<file path="config.mk">
export PLATFORM = sky130hd
export DESIGN_NAME = CompositeSync
export DESIGN_NICKNAME = d
export VERILOG_FILES = /design/src/SyncPkg.sv /design/src/VideoChipPkg.sv /design/src/RasterIf.sv /design/src/CompositeSync.sv /design/src/EqualizationPulse.sv /design/src/RasterCounter.sv /design/src/SerrationPulse.sv /design/src/SyncSequencer.sv
export SDC_FILE = /design/constraint.sdc
export NUM_CORES = 1
export LEC_CHECK = 0
export ABC_AREA = 1
export ABC_CLOCK_PERIOD_IN_PS = 4000
export BUFFER_PORTS_ARGS = -buffer_cell sky130_fd_sc_hd__buf_2
export CAP_MARGIN = 20
export CELL_PAD_IN_SITES_DETAIL_PLACEMENT = 1
export CELL_PAD_IN_SITES_GLOBAL_PLACEMENT = 1
export CORE_AREA = 4 4 97 99
export CTS_BUF_LIST = sky130_fd_sc_hd__clkbuf_4
export DETAILED_ROUTE_END_ITERATION = 10
export DIE_AREA = 0 0 101 103
export MAX_ROUTING_LAYER = met4
export PLACE_DENSITY = 0.89
export SETUP_SLACK_MARGIN = 0.4
export SYNTH_ARGS = -nofsm -noshare
export SYNTH_HDL_FRONTEND = slang
export SYNTH_HIERARCHICAL = 1
export SYNTH_SLANG_ARGS = --single-unit
</file>
<file path="constraint.sdc">
create_clock -name clk -period 4 [get_ports clk]
set_input_delay 0.4 -clock clk [delete_from_list [all_inputs] [get_ports clk]]
set_output_delay 0.4 -clock clk [all_outputs]
set_load 0.03 [all_outputs]
</file>
<file path="src/SyncPkg.sv">
// ====================
// Sync phase definitions
// Phases of the vertical interval, their line numbers and pulse widths
// ====================
package SyncPkg;

	// Waveform used on a line, in the order the frame walks through them
	typedef enum logic [1:0] {
		phaseNormal,
		phasePreEqualize,
		phaseVsync,
		phasePostEqualize
	} syncPhase;

	// Every group of the vertical interval is three lines long
	localparam logic [8:0] groupLines = 9'd3;

	// First line of each group
	localparam logic [8:0] preEqualizeLine = 9'd0;
	localparam logic [8:0] vsyncLine = preEqualizeLine + groupLines;
	localparam logic [8:0] postEqualizeLine = vsyncLine + groupLines;
	localparam logic [8:0] normalLine = postEqualizeLine + groupLines;

	// Horizontal sync width in dots, wider at the turbo2 rate
	function automatic logic [9:0] hsyncWidth(logic turbo2);
		if (turbo2)
			return 10'd44;
		return 10'd38;
	endfunction

	// Equalizing pulses are half as wide as a horizontal sync
	function automatic logic [9:0] equalizeWidth(logic turbo2);
		if (turbo2)
			return 10'd22;
		return 10'd19;
	endfunction

endpackage

</file>
<file path="src/VideoChipPkg.sv">
// ====================
// Video chip timing
// Chip variants and the horizontal and vertical timing of each one,
// with the doubled-rate turbo2 line shared by every variant
// ====================
package VideoChipPkg;

	// Widths of the dot and line counters
	localparam int rasterXWidth = 10;
	localparam int rasterYWidth = 9;

	// Supported chip variants, NTSC first and then the two PAL parts
	typedef enum logic [1:0] {
		chip6567R8,
		chip6567Old,
		chip6569,
		chip6572
	} chipType;

	// Dots in one full line
	// The 6572 runs on the 6569 horizontal timing
	function automatic logic [9:0] lineTotal(chipType chip, logic turbo2);
		if (turbo2)
			return 10'd608;
		case (chip)
			chip6567R8: return 10'd520;
			chip6567Old: return 10'd512;
			default: return 10'd504;
		endcase
	endfunction

	// The half line sits exactly at the middle of every line length
	function automatic logic [9:0] halfLine(chipType chip, logic turbo2);
		return lineTotal(chip, turbo2) >> 1;
	endfunction

	// First dot of the serration notch in the first half line, about 43% of the line
	function automatic logic [9:0] serrationStart(chipType chip, logic turbo2);
		if (turbo2)
			return 10'd261;
		case (chip)
			chip6567R8: return 10'd224;
			chip6567Old: return 10'd220;
			default: return 10'd217;
		endcase
	endfunction

	// First dot of the notch in the second half line, about 93% of the line
	function automatic logic [9:0] serrationEnd(chipType chip, logic turbo2);
		if (turbo2)
			return 10'd565;
		case (chip)
			chip6567R8: return 10'd484;
			chip6567Old: return 10'd476;
			default: return 10'd469;
		endcase
	endfunction

	// Lines in one non-interlaced frame
	function automatic logic [8:0] frameLines(chipType chip);
		case (chip)
			chip6567R8: return 9'd263;
			chip6567Old: return 9'd262;
			default: return 9'd312;
		endcase
	endfunction

endpackage

</file>
<file path="src/RasterIf.sv">
// ====================
// Raster position bundle
// Carries the beam position and chip mode from the counter to the decoders
// ====================
`timescale 1ns/10ps

interface RasterIf #(
	parameter int rasterXWidth = VideoChipPkg::rasterXWidth,
	parameter int rasterYWidth = VideoChipPkg::rasterYWidth
);
	import VideoChipPkg::*;

	// Current dot within the line and current line within the frame
	logic [rasterXWidth-1:0] rasterX;
	logic [rasterYWidth-1:0] rasterY;

	// Static mode levels from outside the chip
	chipType chip;
	logic turbo2;

	// The counter owns the position and follows the mode
	modport counter (output rasterX, output rasterY, input chip, input turbo2);

	// Pulse decoders only look at the position and the mode
	modport decoder (input rasterX, input rasterY, input chip, input turbo2);

	// The sequencer also needs the line number to choose its phase
	modport sequencer (input rasterX, input rasterY, input chip, input turbo2);

endinterface

</file>
<file path="src/CompositeSync.sv">
// ====================
// Composite sync generator
// Raster counter, serration and equalization decoders and the line sequencer
// ====================
`timescale 1ns/10ps

module CompositeSync #(
	parameter int rasterXWidth = VideoChipPkg::rasterXWidth,
	parameter int rasterYWidth = VideoChipPkg::rasterYWidth
) (
	input logic clk,
	input logic reset,
	input logic [1:0] chip,
	input logic turbo2,
	output logic csync,
	output logic [rasterXWidth-1:0] rasterX,
	output logic [rasterYWidth-1:0] rasterY
);
	import VideoChipPkg::*;

	logic serration;
	logic equalize;

	RasterIf #(.rasterXWidth(rasterXWidth), .rasterYWidth(rasterYWidth)) raster();

	// Mode levels are static and go straight onto the bundle
	assign raster.chip = chipType'(chip);
	assign raster.turbo2 = turbo2;

	// Beam position is also visible outside for the rest of the chip
	assign rasterX = raster.rasterX;
	assign rasterY = raster.rasterY;

	RasterCounter #(.rasterXWidth(rasterXWidth), .rasterYWidth(rasterYWidth)) counter (
		.clk(clk),
		.reset(reset),
		.raster(raster.counter)
	);

	SerrationPulse #(.rasterXWidth(rasterXWidth)) serrationDecoder (
		.raster(raster.decoder),
		.serration(serration)
	);

	EqualizationPulse #(.rasterXWidth(rasterXWidth)) equalizeDecoder (
		.raster(raster.decoder),
		.equalize(equalize)
	);

	SyncSequencer #(.rasterYWidth(rasterYWidth)) sequencer (
		.clk(clk),
		.reset(reset),
		.raster(raster.sequencer),
		.serration(serration),
		.equalize(equalize),
		.csync(csync)
	);

endmodule

</file>
<file path="src/EqualizationPulse.sv">
// ====================
// Equalization pulse decoder
// Two narrow low pulses per line, one at the line start and one at the half line
// ====================
`timescale 1ns/10ps

module EqualizationPulse #(
	parameter int rasterXWidth = VideoChipPkg::rasterXWidth
) (
	RasterIf.decoder raster,
	output logic equalize
);
	import VideoChipPkg::*;
	import SyncPkg::*;

	logic [rasterXWidth-1:0] pulseWidth;
	logic [rasterXWidth-1:0] midLine;
	logic [rasterXWidth-1:0] midPulseEnd;
	logic [rasterXWidth-1:0] notchEnd;

	assign pulseWidth = rasterXWidth'(equalizeWidth(raster.turbo2));
	assign midLine = rasterXWidth'(halfLine(raster.chip, raster.turbo2));
	assign midPulseEnd = midLine + pulseWidth;

	// Start of the second serration notch, used only by the check below
	assign notchEnd = rasterXWidth'(serrationEnd(raster.chip, raster.turbo2));

	// Low for pulseWidth dots after dot 0 and again after the half line
	assign equalize = !((raster.rasterX < pulseWidth) ||
		((raster.rasterX >= midLine) && (raster.rasterX < midPulseEnd)));

	// ==================== Checks

	// The second equalizing pulse has to end before the serration notch begins
	always_comb begin
		assert final (equalize || (raster.rasterX < notchEnd))
			else $error("equalizing pulse overlaps the serration notch");
	end

endmodule

</file>
<file path="src/RasterCounter.sv">
// ====================
// Raster counter
// Steps the dot position every clock and the line at each line wrap,
// using the totals of the chip that is selected
// ====================
`timescale 1ns/10ps

module RasterCounter #(
	parameter int rasterXWidth = VideoChipPkg::rasterXWidth,
	parameter int rasterYWidth = VideoChipPkg::rasterYWidth
) (
	input logic clk,
	input logic reset,
	RasterIf.counter raster
);
	import VideoChipPkg::*;

	// Totals for the current mode
	logic [rasterXWidth-1:0] lineLimit;
	logic [rasterYWidth-1:0] frameLimit;

	// Incremented positions
	logic [rasterXWidth-1:0] nextX;
	logic [rasterYWidth-1:0] nextY;

	logic lineEnd;
	logic frameEnd;
	logic lineOutside;

	assign lineLimit = rasterXWidth'(lineTotal(raster.chip, raster.turbo2));
	assign frameLimit = rasterYWidth'(frameLines(raster.chip));

	assign nextX = raster.rasterX + 1'b1;
	assign nextY = raster.rasterY + 1'b1;

	// Compare with "not below" so a shorter line after a mode change still wraps
	assign lineEnd = nextX >= lineLimit;
	assign frameEnd = nextY >= frameLimit;

	// A line number past the frame only shows up after a mode change
	assign lineOutside = raster.rasterY >= frameLimit;

	always_ff @(posedge clk) begin
		if (reset) begin
			raster.rasterX <= '0;
			raster.rasterY <= '0;
		end else if (lineEnd) begin
			raster.rasterX <= '0;
			raster.rasterY <= frameEnd ? '0 : nextY;
		end else begin
			raster.rasterX <= nextX;
			// Pull a stray line number back into the frame at once
			if (lineOutside)
				raster.rasterY <= '0;
		end
	end

	// ==================== Checks

	// Once the mode has held for a clock both counters sit inside the frame
	assert property (@(posedge clk) disable iff (reset)
		$stable(raster.chip) && $stable(raster.turbo2) |->
			(raster.rasterX < lineLimit) && (raster.rasterY < frameLimit))
		else $error("raster position outside the frame of the selected chip");

endmodule

</file>
<file path="src/SerrationPulse.sv">
// ====================
// Serration pulse decoder
// Gives the serrated vertical sync level from the dot position,
// high through each half line and low in the notch that ends it
// ====================
`timescale 1ns/10ps

module SerrationPulse #(
	parameter int rasterXWidth = VideoChipPkg::rasterXWidth
) (
	RasterIf.decoder raster,
	output logic serration
);
	import VideoChipPkg::*;

	// Window edges for the chip and rate in use
	logic [rasterXWidth-1:0] notchStart;
	logic [rasterXWidth-1:0] midLine;
	logic [rasterXWidth-1:0] notchEnd;

	logic firstHalfHigh;
	logic secondHalfHigh;

	// Notch in the first half runs from about 43% of the line to the middle
	assign notchStart = rasterXWidth'(serrationStart(raster.chip, raster.turbo2));

	// Second half line begins at 50%
	assign midLine = rasterXWidth'(halfLine(raster.chip, raster.turbo2));

	// Notch in the second half runs from about 93% to the end of the line
	assign notchEnd = rasterXWidth'(serrationEnd(raster.chip, raster.turbo2));

	always_comb begin
		// High from the line start up to the first notch
		firstHalfHigh = raster.rasterX < notchStart;

		// High again from the middle up to the second notch
		secondHalfHigh = (raster.rasterX >= midLine) && (raster.rasterX < notchEnd);

		// Low only inside either notch, which is the broad vsync pulse
		serration = firstHalfHigh || secondHalfHigh;
	end

endmodule

</file>
<file path="src/SyncSequencer.sv">
// ====================
// Sync sequencer
// Picks the sync waveform for each line of the frame and registers
// the chosen level onto composite sync
// ====================
`timescale 1ns/10ps

module SyncSequencer #(
	parameter int rasterYWidth = VideoChipPkg::rasterYWidth
) (
	input logic clk,
	input logic reset,
	RasterIf.sequencer raster,
	input logic serration,
	input logic equalize,
	output logic csync
);
	import VideoChipPkg::*;
	import SyncPkg::*;

	syncPhase phase;
	syncPhase nextPhase;

	logic lastDot;
	logic [rasterYWidth-1:0] lineAfter;
	logic [rasterYWidth-1:0] nextLine;
	logic [rasterYWidth-1:0] upcomingLine;
	logic hsyncLow;
	logic syncLevel;

	// The counter wraps rasterX on the edge that follows the last dot
	assign lastDot = (raster.rasterX + 1'b1) >= lineTotal(raster.chip, raster.turbo2);

	assign lineAfter = raster.rasterY + 1'b1;
	assign nextLine = (lineAfter >= frameLines(raster.chip)) ? '0 : lineAfter;

	// Line the counter shows on the next clock, so the phase moves together with rasterY
	assign upcomingLine = lastDot ? nextLine : raster.rasterY;

	// ==================== Phase FSM

	always_comb begin
		nextPhase = phase;
		unique case (phase)
			phaseNormal:
				if (upcomingLine == preEqualizeLine)
					nextPhase = phasePreEqualize;
			phasePreEqualize:
				if (upcomingLine == vsyncLine)
					nextPhase = phaseVsync;
			phaseVsync:
				if (upcomingLine == postEqualizeLine)
					nextPhase = phasePostEqualize;
			phasePostEqualize:
				if (upcomingLine == normalLine)
					nextPhase = phaseNormal;
		endcase
	end

	// Right after reset line 0 is reached one dot late, where both waveforms are low anyway
	always_ff @(posedge clk) begin
		if (reset)
			phase <= phaseNormal;
		else
			phase <= nextPhase;
	end

	// ==================== Sync output

	// Ordinary horizontal sync at the start of the line
	assign hsyncLow = raster.rasterX < hsyncWidth(raster.turbo2);

	always_comb begin
		unique case (phase)
			phaseNormal: syncLevel = !hsyncLow;
			phasePreEqualize, phasePostEqualize: syncLevel = equalize;
			phaseVsync: syncLevel = serration;
		endcase
	end

	// Composite sync is active low and idles high during reset
	always_ff @(posedge clk) begin
		if (reset)
			csync <= 1'b1;
		else
			csync <= syncLevel;
	end

	// The vertical interval is walked one phase at a time and never jumps a group
	assert property (@(posedge clk) disable iff (reset)
		(phase == $past(phase)) || (phase == syncPhase'($past(phase) + 2'd1)))
		else $error("sync phase skipped a step");

endmodule

</file>
# Word level (Yosys, flattened, before mapping)
# Index checks and enable logic that the tools add are counted.
# Widths: inputs -> output; s select.
[totals]
register_bits = 22
output_inout_bits = 20
[op_classes]
n_reduce_logical = 13
n_lt_le_gt_ge = 9
mux = 25
n_eq_ne = 11
n_addsub = 3
[op_table]
columns = ["operator", "count"]
rows = [
  ["$mux 10", 10],
  ["$lt 10x10->1", 5],
  ["$mux 9", 4],
  ["$pmux 6 s2", 3],
  ["$pmux 10 s2", 1],
  ["$ge 9x9->1", 2],
  ["$add 10x1->10 const B", 1],
  ["$add 9x10->10", 1],
  ["$ge 10x10->1", 1],
  ["$ge 10x9->1", 1],
  ["$add 9x1->9 const B", 1],
  ["$eq 9x2->1 const B", 1],
  ["$eq 9x3->1 const B", 1],
  ["$eq 9x4->1 const B", 1],
  ["$logic_not 9->1", 1],
  ["$mux 2", 4],
  ["$ne 2x1->1 const B", 4],
  ["$pmux 2 s4", 1],
  ["$eq 2x1->1 const B", 2],
  ["$eq 2x2->1 const B", 2],
  ["$logic_not 2->1", 2],
  ["$reduce_and 4->1", 1],
  ["$reduce_or 2->1", 2],
  ["$pmux 1 s3", 1],
  ["other kinds (5)", 8],
]

# Longest topological paths before layout
# Gate-level depths: netlist of the first run.
[logic_depth]
ltp_word = 9
depth_mapped = 26
ltp_nobuf = 26

# By module
# The synthesis of the first run kept the hierarchy.
[by_module_without_submodules]
columns = ["mod", "area_per_inst_um2", "seq_area_each_um2", "cells_each", "n_inst"]
rows = [
  ["RasterCounter", 1495.2, 380.4, 225, 1],
  ["SyncSequencer", 1138.6, 60.1, 191, 1],
  ["SerrationPulse", 574.3, 0.0, 97, 1],
  ["EqualizationPulse", 533.0, 0.0, 90, 1],
]

# Worst setup path after synthesis of the first run
# OpenSTA, ideal clock, no wires.
[synth_path]
kind = "reg2reg"
from = "register counter.raster.rasterX[2]"
to = "register sequencer.phase[0]"
setup_time_ns = 0.113
stages_incl_launch_ff = 24
required_ns = 3.887
arrival_ns = 3.229
path_buffers = 0
slack_ns = 0.658
cell_sequence = "dfxtp_1 > nand3_1 > inv_1 > nand2_1 > inv_1 > nand4_1 > nor3b_1 > xor2_1 > ha_1 > a21oi_1 > o21a_1 > nand3_2 > nand2_1 > inv_1 > nand2_2 > o21ai_2 > nor2_2 > nand2_1 > nand2_1 > nand2_2 > nor2_4 > nand2_1 > nand2_1 > nor2_1"
[synth_between]
elab_chain_len = 6
word_cells_on_any_way = 12
classes_between = "add/sub: 1; order compare: 1; eq/ne: 7; mux: 1; reduce/logical: 2"
[synth_lines]
columns = ["item", "line", "source"]
rows = [
  ["start: declaration", "RasterIf.sv:22", "modport counter (output rasterX, output rasterY, input chip, input turbo2);"],
  ["start signal: assignment", "RasterCounter.sv:51", "raster.rasterX <= nextX;"],
  ["$add 10x1->10 *", "SyncSequencer.sv:32", "assign lastDot = (raster.rasterX + 1'b1) >= lineTotal(raster.chip, raster.turbo2);"],
  ["$ge 10x10->1 *", "SyncSequencer.sv:32", ""],
  ["$mux 9 *", "SyncSequencer.sv:38", "assign upcomingLine = lastDot ? nextLine : raster.rasterY;"],
  ["$eq 9x3->1, or another cell as far along", "SyncSequencer.sv:52", "if (upcomingLine == postEqualizeLine)"],
  ["$ne 2x1->1 (no source line)", "-", ""],
  ["$reduce_and 4->1 (no source line) *", "-", ""],
  ["end signal: assignment", "SyncSequencer.sv:63", "phase <= phaseNormal;"],
  ["end signal: assignment", "SyncSequencer.sv:65", "phase <= nextPhase;"],
  ["end: declaration", "SyncSequencer.sv:21", "syncPhase phase;"],
]
# Every way passes the cells marked *; elsewhere a longest branch is shown, timed or not.
# A chain may end at the register's enable or synchronous reset.

# Worst setup path after layout of the first run
[layout_path]
from = "register counter.raster.rasterX[0]"
to = "register sequencer.phase[0]"
# The elaborated chain is that of the path after synthesis.

==> flow_summary.toml, run 1 <==
[flow_run]
max-cap-violations = 0

[global_route]
grt_start_max_net_pins = 24
grt_pass1_wl_mm = 18.9
grtUsageTotal = 0.227
grt_pass1_vias = 4215
grt.overflow.total = 0
antenna_found_initial = 0

[critical_path]
r2r_end = "sequencer/phase[0]$_SDFFE_PP0P_"
crit_family = "simple AND/OR/NAND/NOR gates"
cp.buffers_inverters = 3
worst-r2r-cell-count = 23
worst_path_most_repeated_cell = "nand2_1"
r2r_slack_ns = 0.67
cp.required_ns = 4.23
critPathMaxFanout = 9
crit_arrival_ns = 3.56
reg2reg_from = "counter/raster.rasterX[0]$_SDFF_PP0_"
worstSetupPathType = "flop to flop"
cp_cell_sequence = "nand3_1, inv_1, nand2_1, inv_1, nand4_1, nor3b_2, xor2_1, ha_1, a21oi_1, o21a_1, nand3_4, nand2_1, inv_1, nand2_2, o21ai_2, nor2_2, nand3_1, nand2_1, nand2_1, nor2_4, nand2_1, nand2_1, nor2_1"
end_kind = "flop"
start_kind = "flop"
max_stage_delay_ns = 0.39
crit_path_top_delay_cell = "dfxtp_4"

[timing]
finClkSkew_ns = 0.00120
tightest_slew_ns = 0.590
period_minus_slack_ns = 3.33
slew_viol_final = 0
fmax_mhz = 300
rsz0062_at_grt = "false"
final-setup-viol-count = 0
slew_headroom = 0.606
hold_viol_final = 0
finalCritPeriodShare = 0.833
setup_tns_ns = 0

[cts]
cts_buffers = 3
cts_tree = "done"
clock-root-buffer = "clkbuf_4"
numClockSinks = 22
path_clk_slew_ns = 0.14
clockBufferDepth = 2
htreeDepth = 1
ctsHoldBuffers = 0
clk-insertion-delay-late_ns = 0.31

[power]
power.share.combinational = 0.409
finalPower_mw = 0.603
sw_frac_of_total = 0.409
peakVddDrop_mv = 0.0847
power.switching_mw = 0.246
internal_power_mw = 0.356
p_leak_nw = 2.35
power_frac_seq = 0.405
powerDensity_nw_per_um2 = 147
p_clk_frac = 0.186

[place]
post_dp_cell_area_um2 = 4010
place_hpwl_mm = 8.88
gp_congestion = 0.874
port_buffers = 24
dp_cells = 734

[finish]
nets = 710
syn_to_final_growth_pct = 9.50
nFillCells = 1219
final_cells = 743
drive_gt1_frac = 0.137
postLayoutCellArea_um2 = 4100
postLayoutCoreUtil = 0.479
diodes = 0

[min_path]
hp-class = "primary input to flop"
hold_start = "reset"
hold_end = "counter/raster.rasterY[4]$_SDFFE_PP0P_"
min_delay_path_depth = 2

[floorplan]
io_pins = 25
die_x_um = 101
core_area_um2 = 8550
die_h_um = 103
die_area_um2 = 10400
start_util = 0.438
rows = 34

[drt]
drt-wirelength-per-cell_um = 15.4
viasPerCell = 5.45
detail_route.iter0.violations = 166
dr.pass1.iters = 4
finalWirelength_mm = 11.5
drtAntennaViolNets = 0
drc = 0
vias = 4052

[logic_synthesis]
ys_types = 45
yosysWarnings = 6
synthTopCellsByArea = "ha_1 (23%), nand2_1 (14%), dfxtp_1 (12%), inv_1 (9.6%), nor2_1 (7.6%)"
yosysTopAreaCell = "ha_1"
ys_ff_latch = 22
syn-instance-count = 603
synth_ff_type = "dfxtp_1"
synth_async_sr_flop_share = 0
synthesis.area_um2 = 3740
avgSynthCellArea_um2 = 6.20
synth-edff-count = 0
synth_top_area_share = 0.231
seq_area_frac_synth = 0.118

[run_status]
outcome = "complete, no violations"
[sequential cells by signal (all words and copies together) (netlist names)]
register                flops
counter/raster.rasterX     10
counter/raster.rasterY      9
sequencer/csync             1
sequencer/phase             2
[worst register-to-register path, stage by stage, from the launching register on]
cell	delay (ns)
dfxtp_4	0.39
nand3_1	0.12
inv_1	0.12
nand2_1	0.11
inv_1	0.13
nand4_1	0.17
nor3b_2	0.29
xor2_1	0.19
ha_1	0.28
a21oi_1	0.18
o21a_1	0.19
nand3_4	0.14
nand2_1	0.10
inv_1	0.05
nand2_2	0.06
o21ai_2	0.06
nor2_2	0.14
nand3_1	0.09
nand2_1	0.07
nand2_1	0.08
nor2_4	0.12
nand2_1	0.06
nand2_1	0.06
nor2_1	0.04
[cells in the mapped netlist, types with 2 or more instances]
master and instances:
buf_2 2, nand3_1 40, ha_1 69, nand3_2 7, dfxtp_1 22, nor3b_1 3, nor3_2 2, clkinv_1 2
nor2_4 3, or2_2 2, a21boi_0 2, nand2_4 3, nor2_2 5, clkbuf_1 3, inv_1 96, xnor2_1 2
o21ai_2 2, nand4_1 15, o211ai_1 2, a21oi_2 3, o21a_1 2, nand2_2 11, o21ai_0 7, inv_2 4
a21oi_1 37, nor3_1 10, nand3b_1 2, xor2_1 14, nor2_1 76, nand2_1 140
[kinds of logic (layout without fill, tap and decap cells)]
group / count (synthesis) / in the layout / synth area share
simple gates: 323 / 323 / 0.400
buf+inv: 109 / 140 / 0.110
fa+ha+maj: 69 / 69 / 0.231
compound gates: 62 / 62 / 0.0983
flops: 22 / 22 / 0.118
xor+xnor: 17 / 17 / 0.0418
other cells: 1 / 2 / 0.00100
[through the flow]
step | setup WS (ns) | hold slack (ns)
final | 0.666 | 0.397
after global routing | 0.319 | 0.422
after CTS | 0.419 | 0.388
after detailed placement | 0.323 | 0.532
after global placement | 0.652 | 0.511
after floorplan | 0.658 | 0.497
[per-layer routing]
layer / GRT usage / vias to the layer above / routed length, µm
li1: - / 2005 / -
met1: 0.262 / 1972 / 4920
met2: 0.437 / 65 / 6120
met3: 0.00947 / 10 / 313
met4: 0.0440 / 0 / 116
met5: - / - / 0
[worst max-delay path by stage]
stage | startpoint | end | slack, ns | cells after the start
floorplan | counter/raster.rasterX[2]$_SDFF_PP0_ | sequencer/phase[0]$_SDFFE_PP0P_ | 0.66 | 23
global placement | counter/raster.rasterX[2]$_SDFF_PP0_ | sequencer/phase[0]$_SDFFE_PP0P_ | 0.65 | 23
detailed placement | counter/raster.rasterX[2]$_SDFF_PP0_ | sequencer/phase[1]$_SDFFE_PP0P_ | 0.32 | 23
CTS | counter/raster.rasterX[1]$_SDFF_PP0_ | sequencer/phase[1]$_SDFFE_PP0P_ | 0.42 | 23
global route | counter/raster.rasterX[0]$_SDFF_PP0_ | sequencer/phase[0]$_SDFFE_PP0P_ | 0.32 | 23
finish | counter/raster.rasterX[0]$_SDFF_PP0_ | sequencer/phase[0]$_SDFFE_PP0P_ | 0.67 | 23
[cell type report]
type / count / area (µm²) / area share
clock buffer: 3 / 22.5 / 0.00550
clock inverter: 1 / 3.75 / 0.000916
inverter: 102 / 383 / 0.0935
multi-input combinational: 473 / 2900 / 0.709
sequential: 22 / 453 / 0.111
tap: 108 / 135 / 0.0330
timing repair buffer: 34 / 195 / 0.0476
[cell usage in the layout, fill, tap and decap left out, types with 4 or more instances in the layout]
cell     instances
a21oi_1         37
buf_2           24
buf_4           10
dfxtp_1         18
ha_1            69
inv_1           96
inv_2            4
nand2_1        140
nand2_2         11
nand3_1         40
nand3_2          6
nand4_1         15
nor2_1          76
nor2_2           5
nor3_1          10
o21ai_0          7
xor2_1          14
[power groups by stage]
stage                     clock network, mW  logic (mW)  registers (mW)
after floorplan                           0       0.164           0.259
after global placement                    0       0.216           0.253
after detailed placement                  0       0.234           0.254
after CTS                             0.115       0.235           0.250
after global routing                  0.120       0.286           0.246
final                                 0.112       0.247           0.244
[what timing repair did]
action                     CTS  global route
resized for setup            1             8
setup buffers                0             5
setup endpoints to repair    2             2
pin swaps                    0             1
No activity file was read; power rests on OpenSTA's default activity.
==> run 2: changes to the inputs <==
Settings changed: ABC_CLOCK_PERIOD_IN_PS 4000 to 2700, CORE_AREA 4 4 97 99 to 4 4 101 103, DIE_AREA 0 0 101 103 to 0 0 105 107, PLACE_DENSITY 0.89 to 0.87.
Clock period 4 ns to 2.7 ns, I/O delays scaled along.
==> flow_summary.toml, run 2 (synthesis results as in run 1) <==
[run_status]
outcome = "finished, violations left"
violations = "negative setup slack"

[drt]
detail_route.iter0.violations = 302
viasPerCell = 5.79
drt-wirelength-per-cell_um = 20.4
dr.pass1.iters = 5
finalWirelength_mm = 16.3
drc = 0
vias = 4626
drtAntennaViolNets = 0

[finish]
drive_gt1_frac = 0.287
postLayoutCoreUtil = 0.533
multi_input_area_um2 = 3200
syn_to_final_growth_pct = 30.9
final_cell_mix = "nand2_1 (131), inv_1 (87), ha_1 (68)"
final_cells = 799
postLayoutCellArea_um2 = 4900
top_regs = "counter/raster.rasterX (10), counter/raster.rasterY (9), sequencer/phase (2)"
nets = 762
top_register = "counter/raster.rasterX"
register_area_um2 = 460
mostFrequentLayoutCell = "nand2_1"
largest_reg_flops = 10
nFillCells = 1209

[place]
port_buffers = 24
dp_cells = 763
post_dp_cell_area_um2 = 4260
place_hpwl_mm = 9.25
gp_congestion = 0.872

[floorplan]
start_util = 0.407
rows = 35
die_x_um = 105
io_pins = 25
core_area_um2 = 9200
die_area_um2 = 11200
die_h_um = 107

[timing]
period_minus_slack_ns = 3.42
hold_viol_final = 0
finalCritPeriodShare = 1.27
setup_tns_ns = -9.45
rsz0062_at_grt = "true"
setup_slack_ns = -0.716
fmax_mhz = 293
finClkSkew_ns = 0.0127
tightest_slew_ns = 0.631
slew_headroom = 0.579
final-setup-viol-count = 21
fin_hold_ws_ns = 0.234
slew_viol_final = 0

[power]
powerDensity_nw_per_um2 = 226
p_leak_nw = 2.65
peakVddDrop_mv = 0.166

[critical_path]
worst-r2r-cell-count = 23
reg2reg_from = "counter/raster.rasterX[2]$_SDFF_PP0_"
r2r_end = "sequencer/phase[0]$_SDFFE_PP0P_"
worstSetupPathType = "flop to flop"
crit_arrival_ns = 3.69
endpoint = "sequencer/phase[0]$_SDFFE_PP0P_"
end_kind = "flop"
start_kind = "flop"
cp.required_ns = 2.98
setup.worst_path.start = "counter/raster.rasterX[2]$_SDFF_PP0_"
critPathMaxFanout = 5
r2r_slack_ns = -0.72

[global_route]
grt_use_met1 = 0.273
antenna_found_initial = 1
top_usage_layer = "met2"
grtUsageTotal = 0.240
grt_pass1_vias = 4467
grt.overflow.total = 0
grt_start_max_net_pins = 15
met3_usage = 0.0138
grtUsageMet2 = 0.450
grt_pass1_wl_mm = 21.8

[cts]
cts_tree = "done"
cts_buffers = 3
clock-root-buffer = "clkbuf_4"
path_clk_slew_ns = 0.16
htreeDepth = 1
clk-insertion-delay-late_ns = 0.36
numClockSinks = 22
clockBufferDepth = 2

[flow_run]
max-cap-violations = 0

[min_path]
hp-class = "primary input to flop"
-- run 2: per-layer routing --
metal / part of all wire / wire length, µm
met1: 0.40 / 6540
met2: 0.51 / 8320
met3: 0.041 / 667
met4: 0.046 / 748
met5: 0 / 0
-- run 2: critical path, stage by stage (launching register included) --
cell and delay (ns):
dfxtp_4 0.39, nand3_4 0.08, inv_2 0.08, nand2_2 0.07, inv_2 0.06, nand4_1 0.19
nor3b_2 0.34, xor2_1 0.14, ha_1 0.36, nand2_2 0.11, inv_2 0.10, nand4_1 0.24
nand3_4 0.23, inv_4 0.06, o41ai_4 0.05, nand2_1 0.15, nor2_1 0.14, nand3_1 0.10
nand2_1 0.08, nand2_2 0.06, nor2_4 0.14, nand2_1 0.07, nand2_1 0.06, nor2_1 0.04
-- run 2: stage by stage --
step	total power, mW	setup WS, ns
3_3_place_gp	0.710	-0.0534
2_1_floorplan	0.629	-0.125
3_5_place_dp	0.743	-0.282
4_1_cts	1.02	-0.312
6_report	1.11	-0.716
5_1_grt	1.17	-0.862
-- run 2: how the worst min path moves through the flow --
stage                                    startpoint                                      to  slack, ns  cells past startpoint
global placement    sequencer/phase[1]$_SDFFE_PP0P_         sequencer/phase[1]$_SDFFE_PP0P_       0.51                      2
global route                                  reset  counter/raster.rasterY[4]$_SDFFE_PP0P_       0.25                      2
detailed placement  sequencer/phase[1]$_SDFFE_PP0P_         sequencer/phase[1]$_SDFFE_PP0P_       0.56                      2
CTS                                           reset  counter/raster.rasterY[4]$_SDFFE_PP0P_       0.25                      2
floorplan                                     reset              sequencer/csync$_SDFF_PP1_       0.39                      2
finish                                        reset  counter/raster.rasterY[8]$_SDFFE_PP0P_       0.23                      2
-- run 2: layout make-up --
cell class,instances,share of cell area
multi-input cells,475,0.653
flip-flops and latches,22,0.0940
repair buffers,83,0.131
diodes,1,0.000511
clock inverters,1,0.00613
inverters,102,0.0805
well taps,111,0.0284
clock buffers,3,0.00460
repair inverters,1,0.00153
-- run 2: where the power goes --
group / total, mW / switching (mW) / internal (mW)
clock network: 0.284 / 0.133 / 0.151
registers: 0.362 / 0.0193 / 0.343
logic: 0.463 / 0.289 / 0.174
-- run 2: timing repair --
| action | 4_1_cts | 5_1_grt |
|---|---|---|
| hold buffers | 0 | 0 |
| pin swaps | 20 | 27 |
| setup endpoints to repair | 21 | 22 |
| setup buffers | 10 | 17 |
| resized for setup | 23 | 61 |
| gates cloned | 3 | 1 |
==> run 3: changes to the inputs <==
Settings changed: SETUP_SLACK_MARGIN 0.4 to 0.05.
==> flow_summary.toml, run 3 (synthesis results as in run 1) <==
[cts]
clock-root-buffer = "clkbuf_4"
cts_buffers = 3
cts_tree = "done"
htreeDepth = 1
clockBufferDepth = 2
path_clk_slew_ns = 0.21
numClockSinks = 22
clk-insertion-delay-late_ns = 0.37

[drt]
detail_route.iter0.violations = 272
drc = 0
drt-wirelength-per-cell_um = 20.8
finalWirelength_mm = 16.5
drtAntennaViolNets = 0
viasPerCell = 5.86
dr.pass1.iters = 5
vias = 4644

[timing]
tightest_slew_ns = 0.644
setup_tns_ns = -5.75
setup_slack_ns = -0.573
slew_headroom = 0.570
hold_viol_final = 0
finClkSkew_ns = 0.0425
final-setup-viol-count = 21
rsz0062_at_grt = "true"
slew_viol_final = 0
period_minus_slack_ns = 3.27
finalCritPeriodShare = 1.21
fmax_mhz = 306

[finish]
nets = 756
top_register = "counter/raster.rasterX"
postLayoutCellArea_um2 = 4780
final_cell_mix = "nand2_1 (131), inv_1 (91), nor2_1 (66), ha_1 (66), buf_4 (48)"
nFillCells = 1258
mostFrequentLayoutCell = "nand2_1"
syn_to_final_growth_pct = 27.7
top_regs = "counter/raster.rasterX (10), counter/raster.rasterY (9), sequencer/phase (2)"
largest_reg_flops = 10
drive_gt1_frac = 0.267
diodes = 0

[critical_path]
worstSetupPathType = "flop to flop"
critPathMaxFanout = 5
setup.worst_path.start = "counter/raster.rasterX[2]$_SDFF_PP0_"
end_kind = "flop"
reg2reg_from = "counter/raster.rasterX[2]$_SDFF_PP0_"
r2r_slack_ns = -0.57
endpoint = "sequencer/phase[0]$_SDFFE_PP0P_"
start_kind = "flop"
worst-r2r-cell-count = 23
r2r_end = "sequencer/phase[0]$_SDFFE_PP0P_"
crit_arrival_ns = 3.58
cp.required_ns = 3.01

[power]
powerDensity_nw_per_um2 = 230
peakVddDrop_mv = 0.137
p_leak_nw = 2.65
finalPower_mw = 1.10

[place]
place_ws_ns = -0.390
place_hpwl_mm = 10.1
post_dp_cell_area_um2 = 4280
port_buffers = 24
gp_congestion = 0.813

[floorplan]
io_pins = 25
die_h_um = 107
die_x_um = 105
rows = 35
core_area_um2 = 9200
start_util = 0.407
die_area_um2 = 11200

[global_route]
grt_pass1_wl_mm = 24.2
antenna_found_initial = 0
grt.overflow.total = 0
grt_start_max_net_pins = 21
grt_pass1_vias = 5037
grtUsageTotal = 0.269

[run_status]
violations = "negative setup slack"
outcome = "finished, violations left"

[flow_run]
max-cap-violations = 0

[min_path]
hp-class = "primary input to flop"
## run 3: cell types whose count changed in the layout (fill, tap and decap cells not counted), sizes merged
cell / change
buf: -4
clkinvlp: -2
diode: -1
inv: +1
nand2: -1
## run 3: worst min-delay path by stage
stage	start	endpoint	slack [ns]	cells past startpoint
2_1_floorplan	reset	sequencer/csync$_SDFF_PP1_	0.39	2
3_3_place_gp	sequencer/phase[1]$_SDFFE_PP0P_	sequencer/phase[1]$_SDFFE_PP0P_	0.52	2
3_5_place_dp	sequencer/phase[0]$_SDFFE_PP0P_	sequencer/phase[0]$_SDFFE_PP0P_	0.53	2
4_1_cts	reset	counter/raster.rasterY[4]$_SDFFE_PP0P_	0.21	2
5_1_grt	reset	counter/raster.rasterY[4]$_SDFFE_PP0P_	0.23	2
6_report	reset	counter/raster.rasterY[4]$_SDFFE_PP0P_	0.22	2
## run 3: final cells by class
class | count | area (µm²) | share of cell area
clock inverters | 1 | 30.0 | 0.00628
clock buffers | 3 | 22.5 | 0.00471
repair buffers | 79 | 576 | 0.120
inverters | 102 | 385 | 0.0806
well taps | 111 | 139 | 0.0291
flip-flops and latches | 22 | 457 | 0.0956
multi-input cells | 474 | 3170 | 0.663
## run 3: timing repair
item / in CTS / in global routing
resized for setup: 21 / 41
pin swaps: 21 / 17
gates cloned: 2 / 0
setup endpoints to repair: 21 / 21
setup buffers: 16 / 6
hold buffers: 0 / 0
## run 3: metal layers
layer  GRT usage  wire length (µm)
met3      0.0283               835
met1       0.283              6340
met4       0.147               839
met2       0.496              8470
met5           -                 0
## run 3: report_power, final
| group | switching, mW | total, mW | internal (mW) | leakage (nW) |
|---|---|---|---|---|
| sequential | 0.0194 | 0.364 | 0.344 | 0.183 |
| combinational | 0.273 | 0.430 | 0.157 | 2.44 |
| clock | 0.154 | 0.304 | 0.150 | 0.0279 |
## run 3: worst max-delay path, stage by stage, from the launching register on
cell and delay, ns:
dfxtp_4 0.40, nand3_4 0.09, inv_2 0.07, nand2_2 0.07, inv_2 0.08, nand4_1 0.16, nor3b_2 0.32, xor2_1 0.27
ha_1 0.32, nand2_2 0.13, inv_2 0.06, nand4_1 0.19, nand3_4 0.13, buf_4 0.16, nor2_4 0.09, a21oi_1 0.08
nor2_2 0.10, nand3_2 0.09, nand2_2 0.06, nand2_2 0.06, nor2_4 0.13, nand2_1 0.07, nand2_1 0.06, nor2_1 0.04
## run 3: per-stage QoR
stage	cells	hold slack [ns]	util
4_1_cts	787	0.208	0.495
6_report	792	0.220	0.520
2_1_floorplan	604	0.386	-
5_1_grt	792	0.229	0.520
3_3_place_gp	766	0.515	0.465
3_5_place_dp	766	0.531	0.465
